<file path="config.mk">
export PLATFORM = sky130hd
export DESIGN_NAME = lenet_mac_top
export DESIGN_NICKNAME = d
export VERILOG_FILES = /design/src/verilog/lenet_pkg.sv /design/src/verilog/mac_stage_if.sv /design/src/verilog/lenet_mac_top.sv /design/src/verilog/lenet_xwyf_17.sv /design/src/verilog/mac_decode.sv /design/src/verilog/mac_execute.sv /design/src/verilog/mac_result.sv
export SDC_FILE = /design/constraint.sdc
export NUM_CORES = 1
export LEC_CHECK = 0
export BUFFER_PORTS_ARGS = -buffer_cell sky130_fd_sc_hd__buf_4
export CAP_MARGIN = 20
export CORE_MARGIN = 4
export CORE_UTILIZATION = 50
export CTS_CLUSTER_DIAMETER = 200
export DETAILED_ROUTE_END_ITERATION = 10
export GPL_TIMING_DRIVEN = 0
export PLACE_DENSITY = 0.74
export RECOVER_POWER = 50
export SLEW_MARGIN = 20
export SYNTH_ARGS = -nofsm -noshare
export SYNTH_HDL_FRONTEND = slang
export SYNTH_SLANG_ARGS = --single-unit
</file>
<file path="constraint.sdc">
create_clock -name clk -period 4.4 [get_ports clk]
set_clock_uncertainty 0.15 [all_clocks]
set_input_delay 1.32 -clock clk [delete_from_list [all_inputs] [get_ports clk]]
set_output_delay 1.32 -clock clk [all_outputs]
set_load 0.1 [all_outputs]
</file>
<file path="src/verilog/lenet_pkg.sv">
`default_nettype none

package lenet_pkg;

    localparam int unsigned PIXEL_W   = 8;
    localparam int unsigned WEIGHT_W  = 8;
    localparam int unsigned PRODUCT_W = 16;
    localparam int unsigned BIAS_W    = 16;
    localparam int unsigned ACC_W     = 24;  // 16-bit bias plus 255 products
    localparam int unsigned SHIFT_W   = 5;
    localparam int unsigned RESULT_W  = 8;

    // command strobe to result strobe, in cycles
    localparam int unsigned MAC_LATENCY = 4;
    localparam int unsigned RESULT_MAX  = 255;  // saturation ceiling

    typedef logic [PIXEL_W-1:0]   pixel_t;
    typedef logic [WEIGHT_W-1:0]  weight_t;
    typedef logic [PRODUCT_W-1:0] product_t;
    typedef logic [BIAS_W-1:0]    bias_t;
    typedef logic [ACC_W-1:0]     acc_t;
    typedef logic [SHIFT_W-1:0]   shift_t;
    typedef logic [RESULT_W-1:0]  result_t;

    typedef enum logic [1:0] {
        OP_NOP    = 2'd0,
        OP_CLEAR  = 2'd1,  // load bias
        OP_MAC    = 2'd2,
        OP_FINISH = 2'd3   // requantise and return
    } mac_op_e;

endpackage

`default_nettype wire

</file>
<file path="src/verilog/mac_stage_if.sv">
`timescale 1ns/1ps
`default_nettype none

interface mac_stage_if;

    logic               strobe;  // one cycle per command
    logic               clear;
    logic               mac;
    logic               finish;
    lenet_pkg::pixel_t  pixel;
    lenet_pkg::weight_t weight;
    lenet_pkg::bias_t   bias;
    lenet_pkg::shift_t  shift;
    lenet_pkg::acc_t    acc;

    modport src (
        output strobe, clear, mac, finish,
        output pixel, weight, bias, shift, acc
    );

    modport dst (
        input strobe, clear, mac, finish,
        input pixel, weight, bias, shift, acc
    );

endinterface

`default_nettype wire
</file>
<file path="src/verilog/lenet_mac_top.sv">
`timescale 1ns/1ps
`default_nettype none

module lenet_mac_top (
    input  wire                 clk,
    input  wire                 rst_n,
    input  wire                 cmd_valid,
    input  lenet_pkg::mac_op_e  cmd_op,
    input  lenet_pkg::pixel_t   cmd_a,
    input  lenet_pkg::weight_t  cmd_b,
    output logic                res_valid,
    output lenet_pkg::result_t  res_data,
    output logic                res_sat
);

    mac_stage_if dec_bus ();  // decode to execute
    mac_stage_if exe_bus ();  // execute to result

    mac_decode decode_i (
        .clk       (clk),
        .rst_n     (rst_n),
        .cmd_valid (cmd_valid),
        .cmd_op    (cmd_op),
        .cmd_a     (cmd_a),
        .cmd_b     (cmd_b),
        .dec       (dec_bus.src)
    );

    mac_execute execute_i (
        .clk   (clk),
        .rst_n (rst_n),
        .dec   (dec_bus.dst),
        .exe   (exe_bus.src)
    );

    mac_result result_i (
        .clk       (clk),
        .rst_n     (rst_n),
        .exe       (exe_bus.dst),
        .res_valid (res_valid),
        .res_data  (res_data),
        .res_sat   (res_sat)
    );

endmodule

`default_nettype wire

</file>
<file path="src/verilog/lenet_xwyf_17.sv">
`timescale 1ns/1ps
`default_nettype none

module lenet_xwyf_17 (
    input  lenet_pkg::pixel_t   x,
    input  lenet_pkg::weight_t  y,
    output lenet_pkg::product_t z
);

    lenet_pkg::weight_t pp [8];  // partial rows, one per bit of x

    logic [12:0] w1;
    logic [12:0] w2;
    logic [12:0] w3;
    logic [12:0] w4;
    logic [12:0] w5;
    logic [12:0] w6;

    always_comb begin
        for (int i = 0; i < 8; i++) begin
            pp[i] = y & {8{x[i]}};
        end
    end

    // rows 1 to 6 squeezed into six sparse words

    assign w1 = {
        pp[4][7] & pp[5][6],
        pp[4][6] & pp[5][5],
        pp[3][7],
        pp[2][7] | pp[3][6],
        pp[1][7],
        pp[0][7] ^ pp[1][6],
        pp[0][6] | pp[1][5],
        1'b0,
        pp[0][3] | pp[1][2],
        1'b0,
        pp[0][2] ^ pp[1][1],
        2'b00
    };

    assign w2 = {
        pp[5][7],
        pp[4][7] ^ pp[5][6],
        pp[4][5] & pp[5][4],  // carry of bit 9
        pp[4][5] ^ pp[5][4],
        pp[2][5] & pp[3][4],
        pp[2][5] ^ pp[3][4],
        pp[2][4] | pp[3][3],
        6'b000000
    };

    assign w3 = {
        2'b00,
        pp[4][6] ^ pp[5][5],
        1'b0,
        pp[2][6] | pp[3][5],
        pp[4][2] | pp[5][1],  // same term on bits 7 and 6
        pp[4][2] | pp[5][1],
        6'b000000
    };

    assign w4 = {
        4'b0000,
        pp[4][3] & pp[5][2],
        pp[4][3] | pp[5][2],
        7'b0000000
    };

    assign w5 = {
        4'b0000,
        pp[4][4] & pp[5][3],
        8'b00000000
    };

    assign w6 = {
        4'b0000,
        pp[4][4] | pp[5][3],
        8'b00000000
    };

    // top two rows go in exactly
    assign z = lenet_pkg::product_t'({pp[6], 6'b000000})
             + lenet_pkg::product_t'({pp[7], 7'b0000000})
             + lenet_pkg::product_t'(w1)
             + lenet_pkg::product_t'(w2)
             + lenet_pkg::product_t'(w3)
             + lenet_pkg::product_t'(w4)
             + lenet_pkg::product_t'(w5)
             + lenet_pkg::product_t'(w6);

endmodule

`default_nettype wire

</file>
<file path="src/verilog/mac_decode.sv">
`timescale 1ns/1ps
`default_nettype none

module mac_decode (
    input  wire                  clk,
    input  wire                  rst_n,
    input  wire                  cmd_valid,
    input  lenet_pkg::mac_op_e   cmd_op,
    input  lenet_pkg::pixel_t    cmd_a,
    input  lenet_pkg::weight_t   cmd_b,
    mac_stage_if.src             dec
);

    logic is_clear;
    logic is_mac;
    logic is_finish;

    assign is_clear  = cmd_valid && (cmd_op == lenet_pkg::OP_CLEAR);
    assign is_mac    = cmd_valid && (cmd_op == lenet_pkg::OP_MAC);
    assign is_finish = cmd_valid && (cmd_op == lenet_pkg::OP_FINISH);

    always_ff @(posedge clk) begin
        if (!rst_n) begin
            dec.strobe <= 1'b0;
            dec.clear  <= 1'b0;
            dec.mac    <= 1'b0;
            dec.finish <= 1'b0;
        end else begin
            dec.strobe <= is_clear || is_mac || is_finish;  // nop gives nothing
            dec.clear  <= is_clear;
            dec.mac    <= is_mac;
            dec.finish <= is_finish;
        end
    end

    always_ff @(posedge clk) begin
        if (cmd_valid) begin
            dec.pixel  <= cmd_a;
            dec.weight <= cmd_b;
            dec.bias   <= {cmd_a, cmd_b};  // a is the high byte
            dec.shift  <= cmd_b[lenet_pkg::SHIFT_W-1:0];
        end
    end

    // accumulator does not exist yet at this stage
    assign dec.acc = '0;

endmodule

`default_nettype wire

</file>
<file path="src/verilog/mac_execute.sv">
`timescale 1ns/1ps
`default_nettype none

module mac_execute (
    input  wire      clk,
    input  wire      rst_n,
    mac_stage_if.dst dec,
    mac_stage_if.src exe
);

    lenet_pkg::product_t prod;

    logic                s1_strobe;
    logic                s1_clear;
    logic                s1_mac;
    logic                s1_finish;
    lenet_pkg::product_t s1_prod;
    lenet_pkg::bias_t    s1_bias;
    lenet_pkg::shift_t   s1_shift;

    lenet_pkg::acc_t     acc;

    lenet_xwyf_17 mult_i (
        .x (dec.pixel),
        .y (dec.weight),
        .z (prod)
    );

    // stage 2: product register
    always_ff @(posedge clk) begin
        if (!rst_n) begin
            s1_strobe <= 1'b0;
            s1_clear  <= 1'b0;
            s1_mac    <= 1'b0;
            s1_finish <= 1'b0;
        end else begin
            s1_strobe <= dec.strobe;
            s1_clear  <= dec.strobe && dec.clear;
            s1_mac    <= dec.strobe && dec.mac;
            s1_finish <= dec.strobe && dec.finish;
        end
    end

    always_ff @(posedge clk) begin
        if (dec.strobe) begin
            s1_prod  <= prod;
            s1_bias  <= dec.bias;
            s1_shift <= dec.shift;
        end
    end

    // stage 3: accumulator
    always_ff @(posedge clk) begin
        if (!rst_n) begin
            acc        <= '0;
            exe.strobe <= 1'b0;
            exe.finish <= 1'b0;
        end else begin
            exe.strobe <= s1_strobe && s1_finish;  // only finish moves on
            exe.finish <= s1_strobe && s1_finish;
            if (s1_strobe && s1_clear) begin
                acc <= lenet_pkg::acc_t'(s1_bias);
            end else if (s1_strobe && s1_mac) begin
                acc <= acc + lenet_pkg::acc_t'(s1_prod);
            end
        end
    end

    always_ff @(posedge clk) begin
        if (s1_strobe && s1_finish) begin
            exe.acc   <= acc;  // includes a mac from the cycle before
            exe.shift <= s1_shift;
        end
    end

    assign exe.clear  = 1'b0;
    assign exe.mac    = 1'b0;
    assign exe.pixel  = '0;
    assign exe.weight = '0;
    assign exe.bias   = '0;

endmodule

`default_nettype wire

</file>
<file path="src/verilog/mac_result.sv">
`timescale 1ns/1ps
`default_nettype none

module mac_result (
    input  wire                 clk,
    input  wire                 rst_n,
    mac_stage_if.dst            exe,
    output logic                res_valid,
    output lenet_pkg::result_t  res_data,
    output logic                res_sat
);

    lenet_pkg::acc_t shifted;
    logic            over;
    logic            fire;

    assign shifted = exe.acc >> exe.shift;
    assign over    = shifted > lenet_pkg::acc_t'(lenet_pkg::RESULT_MAX);
    assign fire    = exe.strobe && exe.finish;

    always_ff @(posedge clk) begin
        if (!rst_n) begin
            res_valid <= 1'b0;
        end else begin
            res_valid <= fire;  // single cycle, never stalled
        end
    end

    always_ff @(posedge clk) begin
        if (fire) begin
            res_sat <= over;
            if (over) begin
                res_data <= lenet_pkg::result_t'(lenet_pkg::RESULT_MAX);
            end else begin
                res_data <= shifted[lenet_pkg::RESULT_W-1:0];
            end
        end
    end

endmodule

`default_nettype wire

</file>
# == Word-level counts from Yosys, hierarchy flattened ==
# Cells that the tools add are included.
# totals
register_bits,146
output_inout_bits,10
wordCells,80
# classes
n_addsub,8
order_cmp,1
eq_ne,3
shifts,1
muxes,2
bitwise_logic,29
n_reduce_logical,13
# ops
cell,count
8-bit bitwise AND,8
16-bit by 9-bit adder with 16-bit output,3
16-bit by 13-bit adder with 16-bit output,2
16-bit 2-to-1 mux,2
24-bit by 16-bit adder with 24-bit output,1
"24-bit by 8-bit > comparator with 1-bit output, second input constant",1
24-bit by 5-bit right shift with 24-bit output,1
14-bit by 15-bit adder with 16-bit output,1
16-bit by 11-bit adder with 16-bit output,1
1-bit logical AND,9
1-bit OR,8
1-bit bitwise AND,6
1-bit bitwise XOR,6
"2-bit == test, second input constant",2
"2-bit by 1-bit == test with 1-bit output, second input constant",1
1-bit logical OR,2
2-bit nonzero test,1
2-bit OR reduction,1
1-bit NOT,1

# == Longest topological paths before layout ==
# depth
depth_word,8
ltp_mapped,17
depth_no_buf,17

# == Cells and area by module ==
# A second synthesis with hierarchy kept.
# unflattened
hier_cells,791
hier_area_um2,8353.0
# modules_own_cells
mod,instances,cells_each,area_per_inst_um2
mac_execute,1,377,4426.7
mac_result,1,194,1687.9
lenet_xwyf_17,1,150,1297.5
mac_decode,1,70,940.9

# == Worst setup path before layout ==
# OpenSTA, ideal clock, no wires.
# synth_timing
kind,register to register
from,reg decode_i.dec.shift[2] (netlist name)
to,reg execute_i.s1_prod[15] (data pin)
arrival_ns,3.997
required_ns,3.990
path_slack_ns,-0.007
stages_incl_launch_ff,17
n_path_buf,0
path_cell_list,edfxtp_1 and2_1 fa_1 inv_1 fa_1 inv_1 fa_1 fa_1 ha_1 inv_1 fa_1 inv_1 a21oi_1 o21bai_1 a21o_1 a21oi_1 xnor2_1
# synth_rtl
item,line,text
end signal: assignment,mac_execute.sv:46,s1_prod <= prod;
end: declaration,mac_execute.sv:17,lenet_pkg::product_t s1_prod;

==> metrics.md <==
| Metric | Value |
|---|---|
| Outcome | `completed` |
| Final nets | `735` |
| GR Overflow Total | `0` |
| Die Y | `123 um` |
| Post-DR vias/cell | `5.72` |
| Fraction of registers with async set or reset after synthesis | `0` |
| Final TNS setup | `0 ns` |
| Most frequent cells after synthesis | `edfxtp_1, nand2_1, inv_1` |
| Net Sw Power | `0.872 mW` |
| Drt pass-1 iters | `7` |
| Final worst slack | `0.0643 ns` |
| Share of the synthesized area in the top cell type | `0.370` |
| Layout area overhead | `17.5%` |
| Die Span X | `123 um` |
| Hold Crit Depth | `0` |
| Met2 GRT Util | `0.375` |
| Hold_buf cts | `0` |
| Arrival @ worst endpoint | `4.34 ns` |
| Mapped Cells | `588` |
| Post-Syn Nets | `668` |
| Initial antenna violation count | `0` |
| Flops & latches, synth | `116` |
| Clock buffer count from CTS | `17` |
| Global-route wire length before repair | `24000 um` |
| CP max FO | `3` |
| Total Power | `3.30 mW` |
| Pre-CTS setup slack | `-0.293 ns` |
| Relative slew slack | `0.180` |
| Initial DRC Count | `393` |
| Initial core utilization | `0.519` |
| Routed len/inst | `17.5 um` |
| Largest net degree at the start of global routing | `33` |
| Syn avg cell area | `11.3 um2` |
| Post-synth top flop | `edfxtp_1` |
| Post-DRT Antenna Nets | `0` |
| Dpl cell area | `0.00710 mm2` |
| Antenna diode count | `0` |
| Gp weighted congestion | `0.910` |
| GRT Util Overall | `0.207` |
| GR Util met1 | `0.227` |
| Leakage | `3.14 nW` |
| TritonCTS clock tree | `built` |
| Cell Int Power | `2.43 mW` |
| MaxCap Viol Count | `0` |
| Worst Max-Slew Pin Slew | `1.23 ns` |
| Post-Syn Area | `0.00665 mm2` |
| Min-delay worst type | `reg -> reg` |
| Final setup violation count | `0` |
| Clk_lat worst skew | `0.41 ns` |
| Vias in the first global route | `4885` |
| Fraction of layout cells with a size suffix above 1 | `0.184` |
| Maximum vdd ir drop | `0.000254 V` |
| Final hold vios | `0` |
| Clock transition at the registers of the reported paths | `0.06 ns` |
| Yosys warnings | `0` |
| Critical path class | `reg -> reg` |
| Final wirelength | `14700 um` |
| Seq/Total Area, Yosys | `0.472` |
| Comb pwr share | `0.209` |
| Worst setup SP type | `flip-flop` |
| Register share of total power | `0.398` |
| Row count | `41` |
| Fmax | `231 MHz` |
| Most numerous cell in the Yosys netlist | `edfxtp_1` |
| Netlist cell types | `58` |
| Post-layout min period | `4.34 ns` |
| RSZ-0062 raised after global routing | `true` |
| HPWL Detailed | `10800 um` |
| Final core occ | `0.610` |
| Req. time, crit path | `4.41 ns` |
| Vias | `4807` |
| PwrDens | `423 mW/mm2` |
| Post-route cell area | `0.00782 mm2` |
| Number of synthesized flops with an enable pin | `82` |
| H-tree levels | `4` |
| IO Pins | `31` |
| DRC violations left | `0` |
| Cell taking the most area after synthesis | `edfxtp_1` |
| Gr busiest metal | `met2` |
| Sink Count | `116` |
| Full die area | `0.0152 mm2` |
| Clk root buf | `clkbuf_16` |
| Clock network power share | `0.393` |
| Worst r2r path cells | `17` |
| Synth area leaders | `edfxtp_1, dfxtp_1, ha_1` |
| Sw Ratio | `0.264` |
| GR Util met3 | `0.0439` |
| Slew Viols, Final | `0` |
| Core area | `0.0128 mm2` |
| Worst setup EP type | `flip-flop` |
| Fin crit share | `0.985` |
| Port Buffer Count | `30` |
| Bufs on Longest Clock Path | `2` |
kinds of logic after synthesis:
group | Yosys count | synth area share
xor+xnor | 15 | 0.0197
buf+inv | 66 | 0.0399
fa+ha+maj | 59 | 0.136
compound gates | 134 | 0.144
simple gates | 167 | 0.121
mux | 31 | 0.0673
flops | 116 | 0.472
power groups by stage:
stage / Combinational, mW / Clock, mW / Sequential, mW
final: 0.691 / 1.30 / 1.32
after global routing: 0.795 / 1.37 / 1.32
after CTS: 0.668 / 1.31 / 1.31
after detailed placement: 0.602 / 0 / 1.35
after global placement: 0.558 / 0 / 1.34
after floorplan: 0.468 / 0 / 1.32
sequential cells by signal (all words and copies together), names as in the netlist:
name / cells
result_i.res_data: 8
execute_i.s1_prod: 12
decode_i.dec.clear: 1
execute_i.s1_mac: 1
execute_i.exe.acc: 24
decode_i.dec.shift: 4
result_i.res_sat: 1
decode_i.dec.strobe: 1
decode_i.dec.mac: 1
execute_i.s1_shift: 4
execute_i.s1_clear: 1
execute_i.s1_finish: 1
decode_i.dec.bias: 12
execute_i.s1_strobe: 1
execute_i.acc: 24
result_i.res_valid: 1
execute_i.exe.strobe: 1
execute_i.s1_bias: 12
decode_i.dec.finish: 1
execute_i.exe.shift: 5
stage by stage:
stage	cells	hold WS (ns)
after global routing	840	0.308
after floorplan	588	0.258
after CTS	838	0.286
final	840	0.290
after detailed placement	790	0.274
after global placement	790	0.268
critical path, stage by stage, from the launching register on:
cell and delay [ns]:
edfxtp_1 0.44, buf_6 0.16, a22o_1 0.24, fa_1 0.55, inv_2 0.04, fa_2 0.35
inv_2 0.06, fa_1 0.42, fa_1 0.50, ha_2 0.19, inv_2 0.04, fa_2 0.35
inv_2 0.06, a21oi_2 0.04, o21bai_1 0.17, a21o_1 0.15, a21oi_2 0.05, xnor2_1 0.11
cells in the final DEF, fill, tap and decap left out, types with 4 or more instances in the layout:
cell        n
a211oi_1    7
a21o_1      7
a21oi_1    27
a21oi_2     6
a22oi_1     6
a22oi_2     4
a311oi_1    4
a31oi_1     8
and2_1     18
and2_4      4
and3_1      5
buf_4      25
buf_6       5
clkbuf_1   22
clkbuf_16  17
clkbuf_4   16
clkinv_2    7
dfxtp_1    34
edfxtp_1   82
fa_1       19
ha_1       35
inv_1      40
inv_2       4
mux2_2      7
mux2i_1    14
mux4_2      9
nand2_1    61
nand3_1    18
nor2_1     29
nor2b_1     4
nor3_1      8
o211ai_1   13
o21ai_0    15
o221ai_1    5
or4_1       7
xnor2_1     7
xor2_1      8
final timing paths:
| check | startpoint | end | slack (ns) |
|---|---|---|---|
| hold / removal | execute_i.acc[1]$_SDFFE_PN0P_ | execute_i.exe.acc[1]$_DFFE_PP_ | 0.29 |
| setup reg to reg | decode_i.dec.bias[6]$_DFFE_PP_ | execute_i.s1_prod[15]$_DFFE_PP_ | 0.06 |
| setup / recovery | decode_i.dec.bias[6]$_DFFE_PP_ | execute_i.s1_prod[15]$_DFFE_PP_ | 0.06 |
| hold reg to reg | execute_i.acc[1]$_SDFFE_PN0P_ | execute_i.exe.acc[1]$_DFFE_PP_ | 0.29 |
repair_timing:
action,4_1_cts,5_1_grt
setup endpoints to repair,2,3
pin swaps,8,16
resized for setup,5,12
setup buffers,16,3
routing by layer:
metal / wire (um) / part of all wire
met4: 715 / 0.049
met2: 7670 / 0.52
met3: 663 / 0.045
met1: 5630 / 0.38
met5: 0 / 0
layout make-up:
class	count	area, um2
buffer	22	100
clock buffer	21	450
clock inverter	11	111
fill	1036	5000
inverter	44	165
multi-input combinational	406	3280
sequential	116	3140
tap	172	215
timing repair buffer	48	357
(Power assumes the default switching activity.)
